<file path="src/tlb_pkg.sv">
`default_nettype none

package tlb_pkg;

    // command encoding shared by the fsm, the array and the ways
    typedef enum logic [1:0] {
        TLB_CMD_NONE       = 2'd0,
        TLB_CMD_RESOLVE    = 2'd1,
        TLB_CMD_WRITE      = 2'd2,
        TLB_CMD_INVALIDATE = 2'd3
    } tlb_cmd_t;

    // flush sequencer states
    typedef enum logic [1:0] {
        FLUSH_IDLE  = 2'd0,
        FLUSH_SWEEP = 2'd1,
        FLUSH_DONE  = 2'd2
    } flush_state_t;

    // virtual page number, 32-bit address with 4 KiB pages
    localparam int VPN_W = 20;

    // physical page number
    localparam int PPN_W = 22;

    // access tag, bit 0 is the valid bit
    localparam int ATAG_W = 8;

endpackage

`default_nettype wire
</file>
<file path="src/tlb_top.sv">
`timescale 1ns/10ps
`default_nettype none

module tlb_top #(
    parameter int ENTRIES_W = 4,
    parameter int WAYS_W    = 2
) (
    input  wire logic                        clk,
    input  wire logic                        rst_n,
    input  wire tlb_pkg::tlb_cmd_t           cmd,
    input  wire logic [tlb_pkg::VPN_W-1:0]   vpn,
    input  wire logic [tlb_pkg::VPN_W-1:0]   vpn_w,
    input  wire logic [tlb_pkg::ATAG_W-1:0]  atag_w,
    input  wire logic [tlb_pkg::PPN_W-1:0]   ppn_w,
    input  wire logic [ENTRIES_W-1:0]        inv_index,
    input  wire logic                        flush,
    output      logic                        busy,
    output      logic                        hit,
    output      logic [tlb_pkg::ATAG_W-1:0]  atag_r,
    output      logic [tlb_pkg::PPN_W-1:0]   ppn_r
);

    import tlb_pkg::*;

    tlb_cmd_t             way_cmd;
    logic [ENTRIES_W-1:0] way_inv_index;
    logic [ENTRIES_W-1:0] sweep_index;
    logic                 sweep_last;
    logic                 count_clear;
    logic                 count_en;

    tlb_flush_fsm #(.ENTRIES_W(ENTRIES_W)) i_fsm (
        .clk           (clk),
        .rst_n         (rst_n),
        .flush         (flush),
        .cmd           (cmd),
        .sweep_index   (sweep_index),
        .sweep_last    (sweep_last),
        .way_cmd       (way_cmd),
        .way_inv_index (way_inv_index),
        .inv_index     (inv_index),
        .busy          (busy),
        .count_clear   (count_clear),
        .count_en      (count_en)
    );

    tlb_sweep_counter #(.ENTRIES_W(ENTRIES_W)) i_counter (
        .clk         (clk),
        .rst_n       (rst_n),
        .count_clear (count_clear),
        .count_en    (count_en),
        .sweep_index (sweep_index),
        .sweep_last  (sweep_last)
    );

    tlb_assoc #(.ENTRIES_W(ENTRIES_W), .WAYS_W(WAYS_W)) i_assoc (
        .clk       (clk),
        .rst_n     (rst_n),
        .cmd       (way_cmd),
        .vpn       (vpn),
        .vpn_w     (vpn_w),
        .atag_w    (atag_w),
        .ppn_w     (ppn_w),
        .inv_index (way_inv_index),
        .hit       (hit),
        .atag_r    (atag_r),
        .ppn_r     (ppn_r)
    );

endmodule

`default_nettype wire

</file>
<file path="src/tlb_flush_fsm.sv">
`timescale 1ns/10ps
`default_nettype none

module tlb_flush_fsm #(
    parameter int ENTRIES_W = 4
) (
    input  wire logic                 clk,
    input  wire logic                 rst_n,
    input  wire logic                 flush,
    input  wire tlb_pkg::tlb_cmd_t    cmd,
    input  wire logic [ENTRIES_W-1:0] sweep_index,
    input  wire logic                 sweep_last,
    output      tlb_pkg::tlb_cmd_t    way_cmd,
    output      logic [ENTRIES_W-1:0] way_inv_index,
    input  wire logic [ENTRIES_W-1:0] inv_index,
    output      logic                 busy,
    output      logic                 count_clear,
    output      logic                 count_en
);

    import tlb_pkg::*;

    flush_state_t state;
    flush_state_t state_nxt;

    // tag memories come up unknown, so sweep right out of reset
    always_ff @(posedge clk) begin
        if (!rst_n) begin
            state <= FLUSH_SWEEP;
        end else begin
            state <= state_nxt;
        end
    end

    always_comb begin
        state_nxt     = state;
        way_cmd       = TLB_CMD_NONE;
        way_inv_index = sweep_index;
        count_clear   = 1'b1;
        count_en      = 1'b0;
        case (state)
            FLUSH_IDLE: begin
                way_cmd       = cmd;
                way_inv_index = inv_index;
                if (flush) begin
                    state_nxt = FLUSH_SWEEP;
                end
            end
            FLUSH_SWEEP: begin
                way_cmd     = TLB_CMD_INVALIDATE;
                count_clear = 1'b0;
                count_en    = 1'b1;
                if (sweep_last) begin
                    state_nxt = FLUSH_DONE;
                end
            end
            FLUSH_DONE: begin
                state_nxt = FLUSH_IDLE;
            end
            default: begin
                state_nxt = FLUSH_SWEEP;
            end
        endcase
    end

    assign busy = (state != FLUSH_IDLE);

endmodule

`default_nettype wire

</file>
<file path="src/tlb_sweep_counter.sv">
`timescale 1ns/10ps
`default_nettype none

module tlb_sweep_counter #(
    parameter int ENTRIES_W = 4
) (
    input  wire logic                 clk,
    input  wire logic                 rst_n,
    input  wire logic                 count_clear,
    input  wire logic                 count_en,
    output      logic [ENTRIES_W-1:0] sweep_index,
    output      logic                 sweep_last
);

    // clear wins over enable
    always_ff @(posedge clk) begin
        if (!rst_n) begin
            sweep_index <= '0;
        end else if (count_clear) begin
            sweep_index <= '0;
        end else if (count_en) begin
            sweep_index <= sweep_index + 1'b1;
        end
    end

    // top set of the way
    assign sweep_last = (sweep_index == {ENTRIES_W{1'b1}});

endmodule

`default_nettype wire

</file>
<file path="src/tlb_assoc.sv">
`timescale 1ns/10ps
`default_nettype none

module tlb_assoc #(
    parameter int ENTRIES_W = 4,
    parameter int WAYS_W    = 2
) (
    input  wire logic                        clk,
    input  wire logic                        rst_n,
    input  wire tlb_pkg::tlb_cmd_t           cmd,
    input  wire logic [tlb_pkg::VPN_W-1:0]   vpn,
    input  wire logic [tlb_pkg::VPN_W-1:0]   vpn_w,
    input  wire logic [tlb_pkg::ATAG_W-1:0]  atag_w,
    input  wire logic [tlb_pkg::PPN_W-1:0]   ppn_w,
    input  wire logic [ENTRIES_W-1:0]        inv_index,
    output      logic                        hit,
    output      logic [tlb_pkg::ATAG_W-1:0]  atag_r,
    output      logic [tlb_pkg::PPN_W-1:0]   ppn_r
);

    import tlb_pkg::*;

    localparam int WAYS = 2**WAYS_W;

    logic [WAYS_W-1:0] victim;
    tlb_cmd_t          way_cmd  [WAYS];
    logic [WAYS-1:0]   way_hit;
    logic [ATAG_W-1:0] way_atag [WAYS];
    logic [PPN_W-1:0]  way_ppn  [WAYS];

    // round-robin replacement, advances once per write
    always_ff @(posedge clk) begin
        if (!rst_n) begin
            victim <= '0;
        end else if (cmd == TLB_CMD_WRITE) begin
            victim <= victim + 1'b1;
        end
    end

    for (genvar g = 0; g < WAYS; g++) begin : g_way
        // writes reach only the victim, everything else is broadcast
        always_comb begin
            way_cmd[g] = cmd;
            if (cmd == TLB_CMD_WRITE && victim != WAYS_W'(g)) begin
                way_cmd[g] = TLB_CMD_NONE;
            end
        end

        tlb_way #(.ENTRIES_W(ENTRIES_W)) i_way (
            .clk       (clk),
            .rst_n     (rst_n),
            .cmd       (way_cmd[g]),
            .vpn       (vpn),
            .hit       (way_hit[g]),
            .atag_r    (way_atag[g]),
            .ppn_r     (way_ppn[g]),
            .vpn_w     (vpn_w),
            .atag_w    (atag_w),
            .ppn_w     (ppn_w),
            .inv_index (inv_index)
        );
    end

    // highest hitting way wins, way 0 shown on a miss
    always_comb begin
        hit    = way_hit[0];
        atag_r = way_atag[0];
        ppn_r  = way_ppn[0];
        for (int i = 1; i < WAYS; i++) begin
            if (way_hit[i]) begin
                hit    = 1'b1;
                atag_r = way_atag[i];
                ppn_r  = way_ppn[i];
            end
        end
    end

endmodule

`default_nettype wire

</file>
<file path="src/tlb_way.sv">
`timescale 1ns/10ps
`default_nettype none

module tlb_way #(
    parameter int ENTRIES_W = 4
) (
    input  wire logic                        clk,
    input  wire logic                        rst_n,
    input  wire tlb_pkg::tlb_cmd_t           cmd,
    input  wire logic [tlb_pkg::VPN_W-1:0]   vpn,
    output      logic                        hit,
    output      logic [tlb_pkg::ATAG_W-1:0]  atag_r,
    output      logic [tlb_pkg::PPN_W-1:0]   ppn_r,
    input  wire logic [tlb_pkg::VPN_W-1:0]   vpn_w,
    input  wire logic [tlb_pkg::ATAG_W-1:0]  atag_w,
    input  wire logic [tlb_pkg::PPN_W-1:0]   ppn_w,
    input  wire logic [ENTRIES_W-1:0]        inv_index
);

    import tlb_pkg::*;

    localparam int VTAG_W = VPN_W - ENTRIES_W;

    // vpn is split into | vtag | set index |
    logic [ENTRIES_W-1:0] set_r;
    logic [ENTRIES_W-1:0] set_w;
    logic [VTAG_W-1:0]    vtag_req;
    logic [VTAG_W-1:0]    vtag_w;
    logic [VTAG_W-1:0]    vtag_rd;
    logic [VTAG_W-1:0]    vtag_cap;
    logic                 resolved;

    logic                 rd_en;
    logic                 wr_en;
    logic                 atag_wr_en;
    logic [ENTRIES_W-1:0] atag_wr_addr;
    logic [ATAG_W-1:0]    atag_wr_data;

    assign set_r    = vpn[ENTRIES_W-1:0];
    assign set_w    = vpn_w[ENTRIES_W-1:0];
    assign vtag_req = vpn[VPN_W-1:ENTRIES_W];
    assign vtag_w   = vpn_w[VPN_W-1:ENTRIES_W];

    assign rd_en = (cmd == TLB_CMD_RESOLVE);
    assign wr_en = (cmd == TLB_CMD_WRITE);

    // invalidate only touches the access tag, zeroing the valid bit
    assign atag_wr_en   = wr_en || (cmd == TLB_CMD_INVALIDATE);
    assign atag_wr_addr = wr_en ? set_w : inv_index;
    assign atag_wr_data = wr_en ? atag_w : '0;

    tlb_storage #(.ELEMENTS_W(ENTRIES_W), .WIDTH(PPN_W)) i_ptag (
        .clk        (clk),
        .read       (rd_en),
        .read_addr  (set_r),
        .read_data  (ppn_r),
        .write      (wr_en),
        .write_addr (set_w),
        .write_data (ppn_w)
    );

    tlb_storage #(.ELEMENTS_W(ENTRIES_W), .WIDTH(VTAG_W)) i_vtag (
        .clk        (clk),
        .read       (rd_en),
        .read_addr  (set_r),
        .read_data  (vtag_rd),
        .write      (wr_en),
        .write_addr (set_w),
        .write_data (vtag_w)
    );

    tlb_storage #(.ELEMENTS_W(ENTRIES_W), .WIDTH(ATAG_W)) i_atag (
        .clk        (clk),
        .read       (rd_en),
        .read_addr  (set_r),
        .read_data  (atag_r),
        .write      (atag_wr_en),
        .write_addr (atag_wr_addr),
        .write_data (atag_wr_data)
    );

    // request tag lines up with the registered storage output
    always_ff @(posedge clk) begin
        if (rd_en) begin
            vtag_cap <= vtag_req;
        end
    end

    // no hit before the first resolve has completed
    always_ff @(posedge clk) begin
        if (!rst_n) begin
            resolved <= 1'b0;
        end else if (rd_en) begin
            resolved <= 1'b1;
        end
    end

    assign hit = resolved && atag_r[0] && (vtag_cap == vtag_rd);

endmodule

`default_nettype wire

</file>
<file path="src/tlb_storage.sv">
`timescale 1ns/10ps
`default_nettype none

module tlb_storage #(
    parameter int ELEMENTS_W = 4,
    parameter int WIDTH      = 8
) (
    input  wire logic                  clk,
    input  wire logic                  read,
    input  wire logic [ELEMENTS_W-1:0] read_addr,
    output      logic [WIDTH-1:0]      read_data,
    input  wire logic                  write,
    input  wire logic [ELEMENTS_W-1:0] write_addr,
    input  wire logic [WIDTH-1:0]      write_data
);

    logic [WIDTH-1:0] mem [2**ELEMENTS_W];

    // read-before-write on an address collision
    always_ff @(posedge clk) begin
        if (read) begin
            read_data <= mem[read_addr];
        end
        if (write) begin
            mem[write_addr] <= write_data;
        end
    end

endmodule

`default_nettype wire

</file>
<file path="config.mk">
export PLATFORM = sky130hd
export DESIGN_NAME = tlb_top
export DESIGN_NICKNAME = d
export VERILOG_FILES = /design/src/tlb_pkg.sv /design/src/tlb_top.sv /design/src/tlb_flush_fsm.sv /design/src/tlb_sweep_counter.sv /design/src/tlb_assoc.sv /design/src/tlb_way.sv /design/src/tlb_storage.sv
export SDC_FILE = /design/constraint.sdc
export NUM_CORES = 2
export LEC_CHECK = 0
export BUFFER_PORTS_ARGS = -buffer_cell sky130_fd_sc_hd__buf_2
export CORE_MARGIN = 3
export CORE_UTILIZATION = 45
export CTS_CLUSTER_DIAMETER = 60
export DETAILED_ROUTE_END_ITERATION = 8
export PLACE_DENSITY = 0.6
export SKIP_LAST_GASP = 1
export SYNTH_ARGS = -nofsm -noshare
export SYNTH_HDL_FRONTEND = slang
export SYNTH_SLANG_ARGS = --single-unit
</file>
<file path="constraint.sdc">
create_clock -name clk -period 25 [get_ports clk]
set_input_delay 3.75 -clock clk [delete_from_list [all_inputs] [get_ports clk]]
set_output_delay 3.75 -clock clk [all_outputs]
set_load 0.05 [all_outputs]
</file>
==> qor.csv <==
stage,metric,value,unit
final_layout,share of layout cells above drive strength 1,0.306,
final_layout,fillcell total,20400,
sta,Tcrit/Tclk final,0.335,
run,max cap viols,0,
synth,register area share after synthesis,0.786,
sta,clock skew,0.0391,ns
sta,FMAX,0.119,GHz
grt,vias in the first global route,55900,
drt,drt via density,6.02,
synth,Syn Area/Cell,24.2,um2
die,core region area,0.266,mm2
worst_setup_path,largest stage delay on the critical path,0.98,ns
synth,Post-synth EDFFs,3144,
synth,share of synthesized flip-flops with an asynchronous set or reset,0,
place,Placed Area,0.125,mm2
grt,GRT Residual Overflow,0,
clock_network,cts hold-fix bufs,0,
clock_network,TritonCTS Sinks,3153,
worst_setup_path,crit path DAT,4.63,ns
final_layout,area delta synth->final,12.7,%
place,HPWL Detailed,155000,um
final_layout,multi-input logic area,0.0247,mm2
grt,initial antenna violation count,20,
sta,Final TNS setup,0,ns
pwr,Peak VDD IR,0.0695,mV
synth,Synth Register Bits,3153,
clock_network,CTS max path bufs,4,
drt,DR pass1 iterations,5,
synth,"Top FF cell, synth",edfxtp_1,
grt,GRT Total Usage,0.222,
place,gpl congestion,0.765,
worst_setup_path,Setup crit start,i_assoc.g_way[0].i_way.resolved,
synth,Yosys warning count,0,
pwr,LEAKAGE,42.5,nW
final_layout,final instance area,0.136,mm2
worst_setup_path,"critical path, cell by cell",nand2_1 > nor2_1 > nand4bb_4 > o21ai_0 > nand3_1 > o221a_2 > buf_2,
worst_setup_path,crit-path max FO,30,
grt,pin count of the biggest net entering global routing,122,
place,buffers added on ports,110,
clock_network,clock-pin transition on the worst setup and hold timing paths,0.06,ns
clock_network,CTS tree,built,
die,Initial Util,0.453,
worst_setup_path,nature of the critical path endpoint,primary output,
min_path,worst hold path type,flip-flop to flip-flop,
sta,final hold violations,0,
synth,"Distinct cells, synth",55,
drt,via count,54600,
synth,Mapped Cells,4972,
die,die area,0.274,mm2
worst_setup_path,Slowest cell on crit path,dfxtp_1,
sta,worst slew pin tran,1.29,ns
die,Chip Width,523,um
worst_setup_path,Startpoint Class,flip-flop,
clock_network,cts bufs inserted,321,
drt,detailed-route wire length,304000,um
worst_setup_path,Critical Path RT,21.25,ns
drt,iteration-0 DRC count of the detailed router,6569,
sta,final hold slack,0.490,ns
clock_network,Clk Tree Root Cell,clkbuf_16,
die,I/O pins,111,
drt,Remaining DRCs,0,
run_status,run status,completed,
worst_setup_path,WS Path Type,flip-flop to primary output,
final_layout,Final #Nets,5362,
clock_network,H-Tree Depth,5,
synth,Mapped Nets,5059,
synth,mapped cell area,0.120,mm2
die,row count,189,
min_path,Min-Delay Startpoint,i_counter.sweep_index[0],
pwr,pwr dens,83.3,mW/mm2
worst_setup_path,Critical path buffers and inverters,1,
final_layout,register area,0.0946,mm2
sta,unrepaired setup endpoints after global routing,no,
clock_network,Post-CTS Resized,0,
worst_setup_path,Crit path max-delay family,simple AND/OR/NAND/NOR gates,
sta,Finish-stage setup viols,0,
die,die span in y,523,um
clock_network,Clock Latency Late Sink,0.87,ns
sta,Final Max Slew Viols,0,
worst_setup_path,r2r startpoint,i_fsm.state[1],
sta,headroom to the max-slew limit,0.138,
grt,global-route wire length before repair,429000,um
drt,post-route ant nets,0,
clock_network,"Setup Fix Bufs, Post-CTS",0,
drt,Wirelength per Cell,33.5,um
sta,Tmin final,8.38,ns
## state kept, by name, summed over array words and instances, names as in the netlist
| register | cells |
|---|---|
| i_assoc.g_way.i_way.i_vtag.mem | 1024 |
| i_assoc.g_way.i_way.i_ptag.mem | 1408 |
| i_assoc.g_way.i_way.resolved | 1 |
| i_assoc.victim | 2 |
| i_assoc.g_way.i_way.vtag_cap | 16 |
| i_assoc.g_way.i_way.i_atag.read_data | 32 |
| i_assoc.g_way.i_way.i_atag.mem | 512 |
| i_fsm.state | 2 |
| i_assoc.g_way.i_way.i_vtag.read_data | 64 |
| i_assoc.g_way.i_way.i_ptag.read_data | 88 |
| i_counter.sweep_index | 4 |
## cells by family after synthesis
logic type	Yosys count	share of synthesized area
DFF	3153	0.786
muxes	932	0.170
and+or+nand+nor	395	0.0164
buffers and inverters	268	0.0126
AOI/OAI and AO/OA	149	0.00875
xor gates and xnor gates	67	0.00488
adders and majority gates	8	0.000832
## layout make-up
class,instances,share of cell area
flip-flops and latches,3153,0.698
multi-input cells,1551,0.182
clock buffers,390,0.0625
well taps,3533,0.0326
clock inverters,186,0.0122
repair buffers,240,0.0121
inverters,8,0.000221
diodes,9,0.000166
## cells in the mapped netlist, types with 2 or more instances
cell      instances  area share
a211oi_1         30      0.0019
ha_1              8     0.00083
o21ai_1           8     0.00033
edfxtp_1       3144        0.78
clkbuf_1         94      0.0029
nor4_2            2     0.00021
nand3_1          61      0.0025
nand3_2          10     0.00083
buf_6            28      0.0026
nand2b_1          5     0.00026
nand4_1          10     0.00052
and2_1            2     0.00010
buf_4            62      0.0039
nand2_1          49      0.0015
inv_1             8     0.00025
xnor2_1          42      0.0031
a31oi_1           2     0.00010
o221a_1          10     0.00094
or3_1             3     0.00016
nor2_1          154      0.0048
nor2b_1          37      0.0019
nand3b_1          3     0.00019
buf_1            20     0.00062
o21ai_0          34      0.0014
o21a_1            5     0.00031
nand2_4           2     0.00019
buf_2            55      0.0023
o221a_2          19      0.0018
nor3_1            8     0.00033
a21oi_1          33      0.0014
and3_1           34      0.0018
or3_4             2     0.00019
dfxtp_1           9      0.0015
o22ai_1           2     0.00010
mux4_2          891        0.17
mux2_2            2     0.00019
mux2i_1          38      0.0032
nor4_1            5     0.00026
xor2_1           25      0.0018
## per-stage QoR
stage               total power, mW  setup slack, ns  cells  utilization
floorplan                      6.50             9.53   4972            -
global placement               6.73            15.84   8485        0.472
detailed placement             6.75            15.85   8485        0.472
CTS                            11.4            16.60   9061        0.510
global route                   11.6            16.34   9062        0.510
finish                         11.3            16.62   9070        0.511
## metal layers
metal / vias up / global-route usage / routed length [um]
li1: 22000 / - / -
met1: 30000 / 0.312 / 123000
met2: 2131 / 0.367 / 151000
met3: 479 / 0.0341 / 21000
met4: 8 / 0.0610 / 8870
met5: - / 0 / 56
## where the power goes
group / total, mW / switching (mW) / internal, mW / leakage [nW]
clock: 4.66 / 1.97 / 2.69 / 4.96
sequential: 5.98 / 0.0321 / 5.94 / 29.1
combinational: 0.653 / 0.420 / 0.233 / 8.45
## worst paths after layout
check,to,slack [ns],cells after the start
hold / removal,i_counter.sweep_index[0],0.49,1
hold reg to reg,i_counter.sweep_index[0],0.49,1
setup reg to reg,i_assoc.g_way[0].i_way.i_atag.mem[4][4],20.33,7
setup / recovery,ppn_r[4],16.62,7
## layout by cell type (no fill, tap or decap), drive strengths merged, types with 19 or more instances in the layout
cell type	count
o221a	29
xnor2	42
inv	19
nor2b	37
mux4	891
o21ai	42
clkinv	137
mux2i	38
clkbuf	390
nand3	71
a21oi	33
nand2	52
xor2	25
a211oi	30
nor2	155
edfxtp	3144
buf	240
and3	34
bufinv	27
Note: power is estimated with default switching activity, not from simulation.
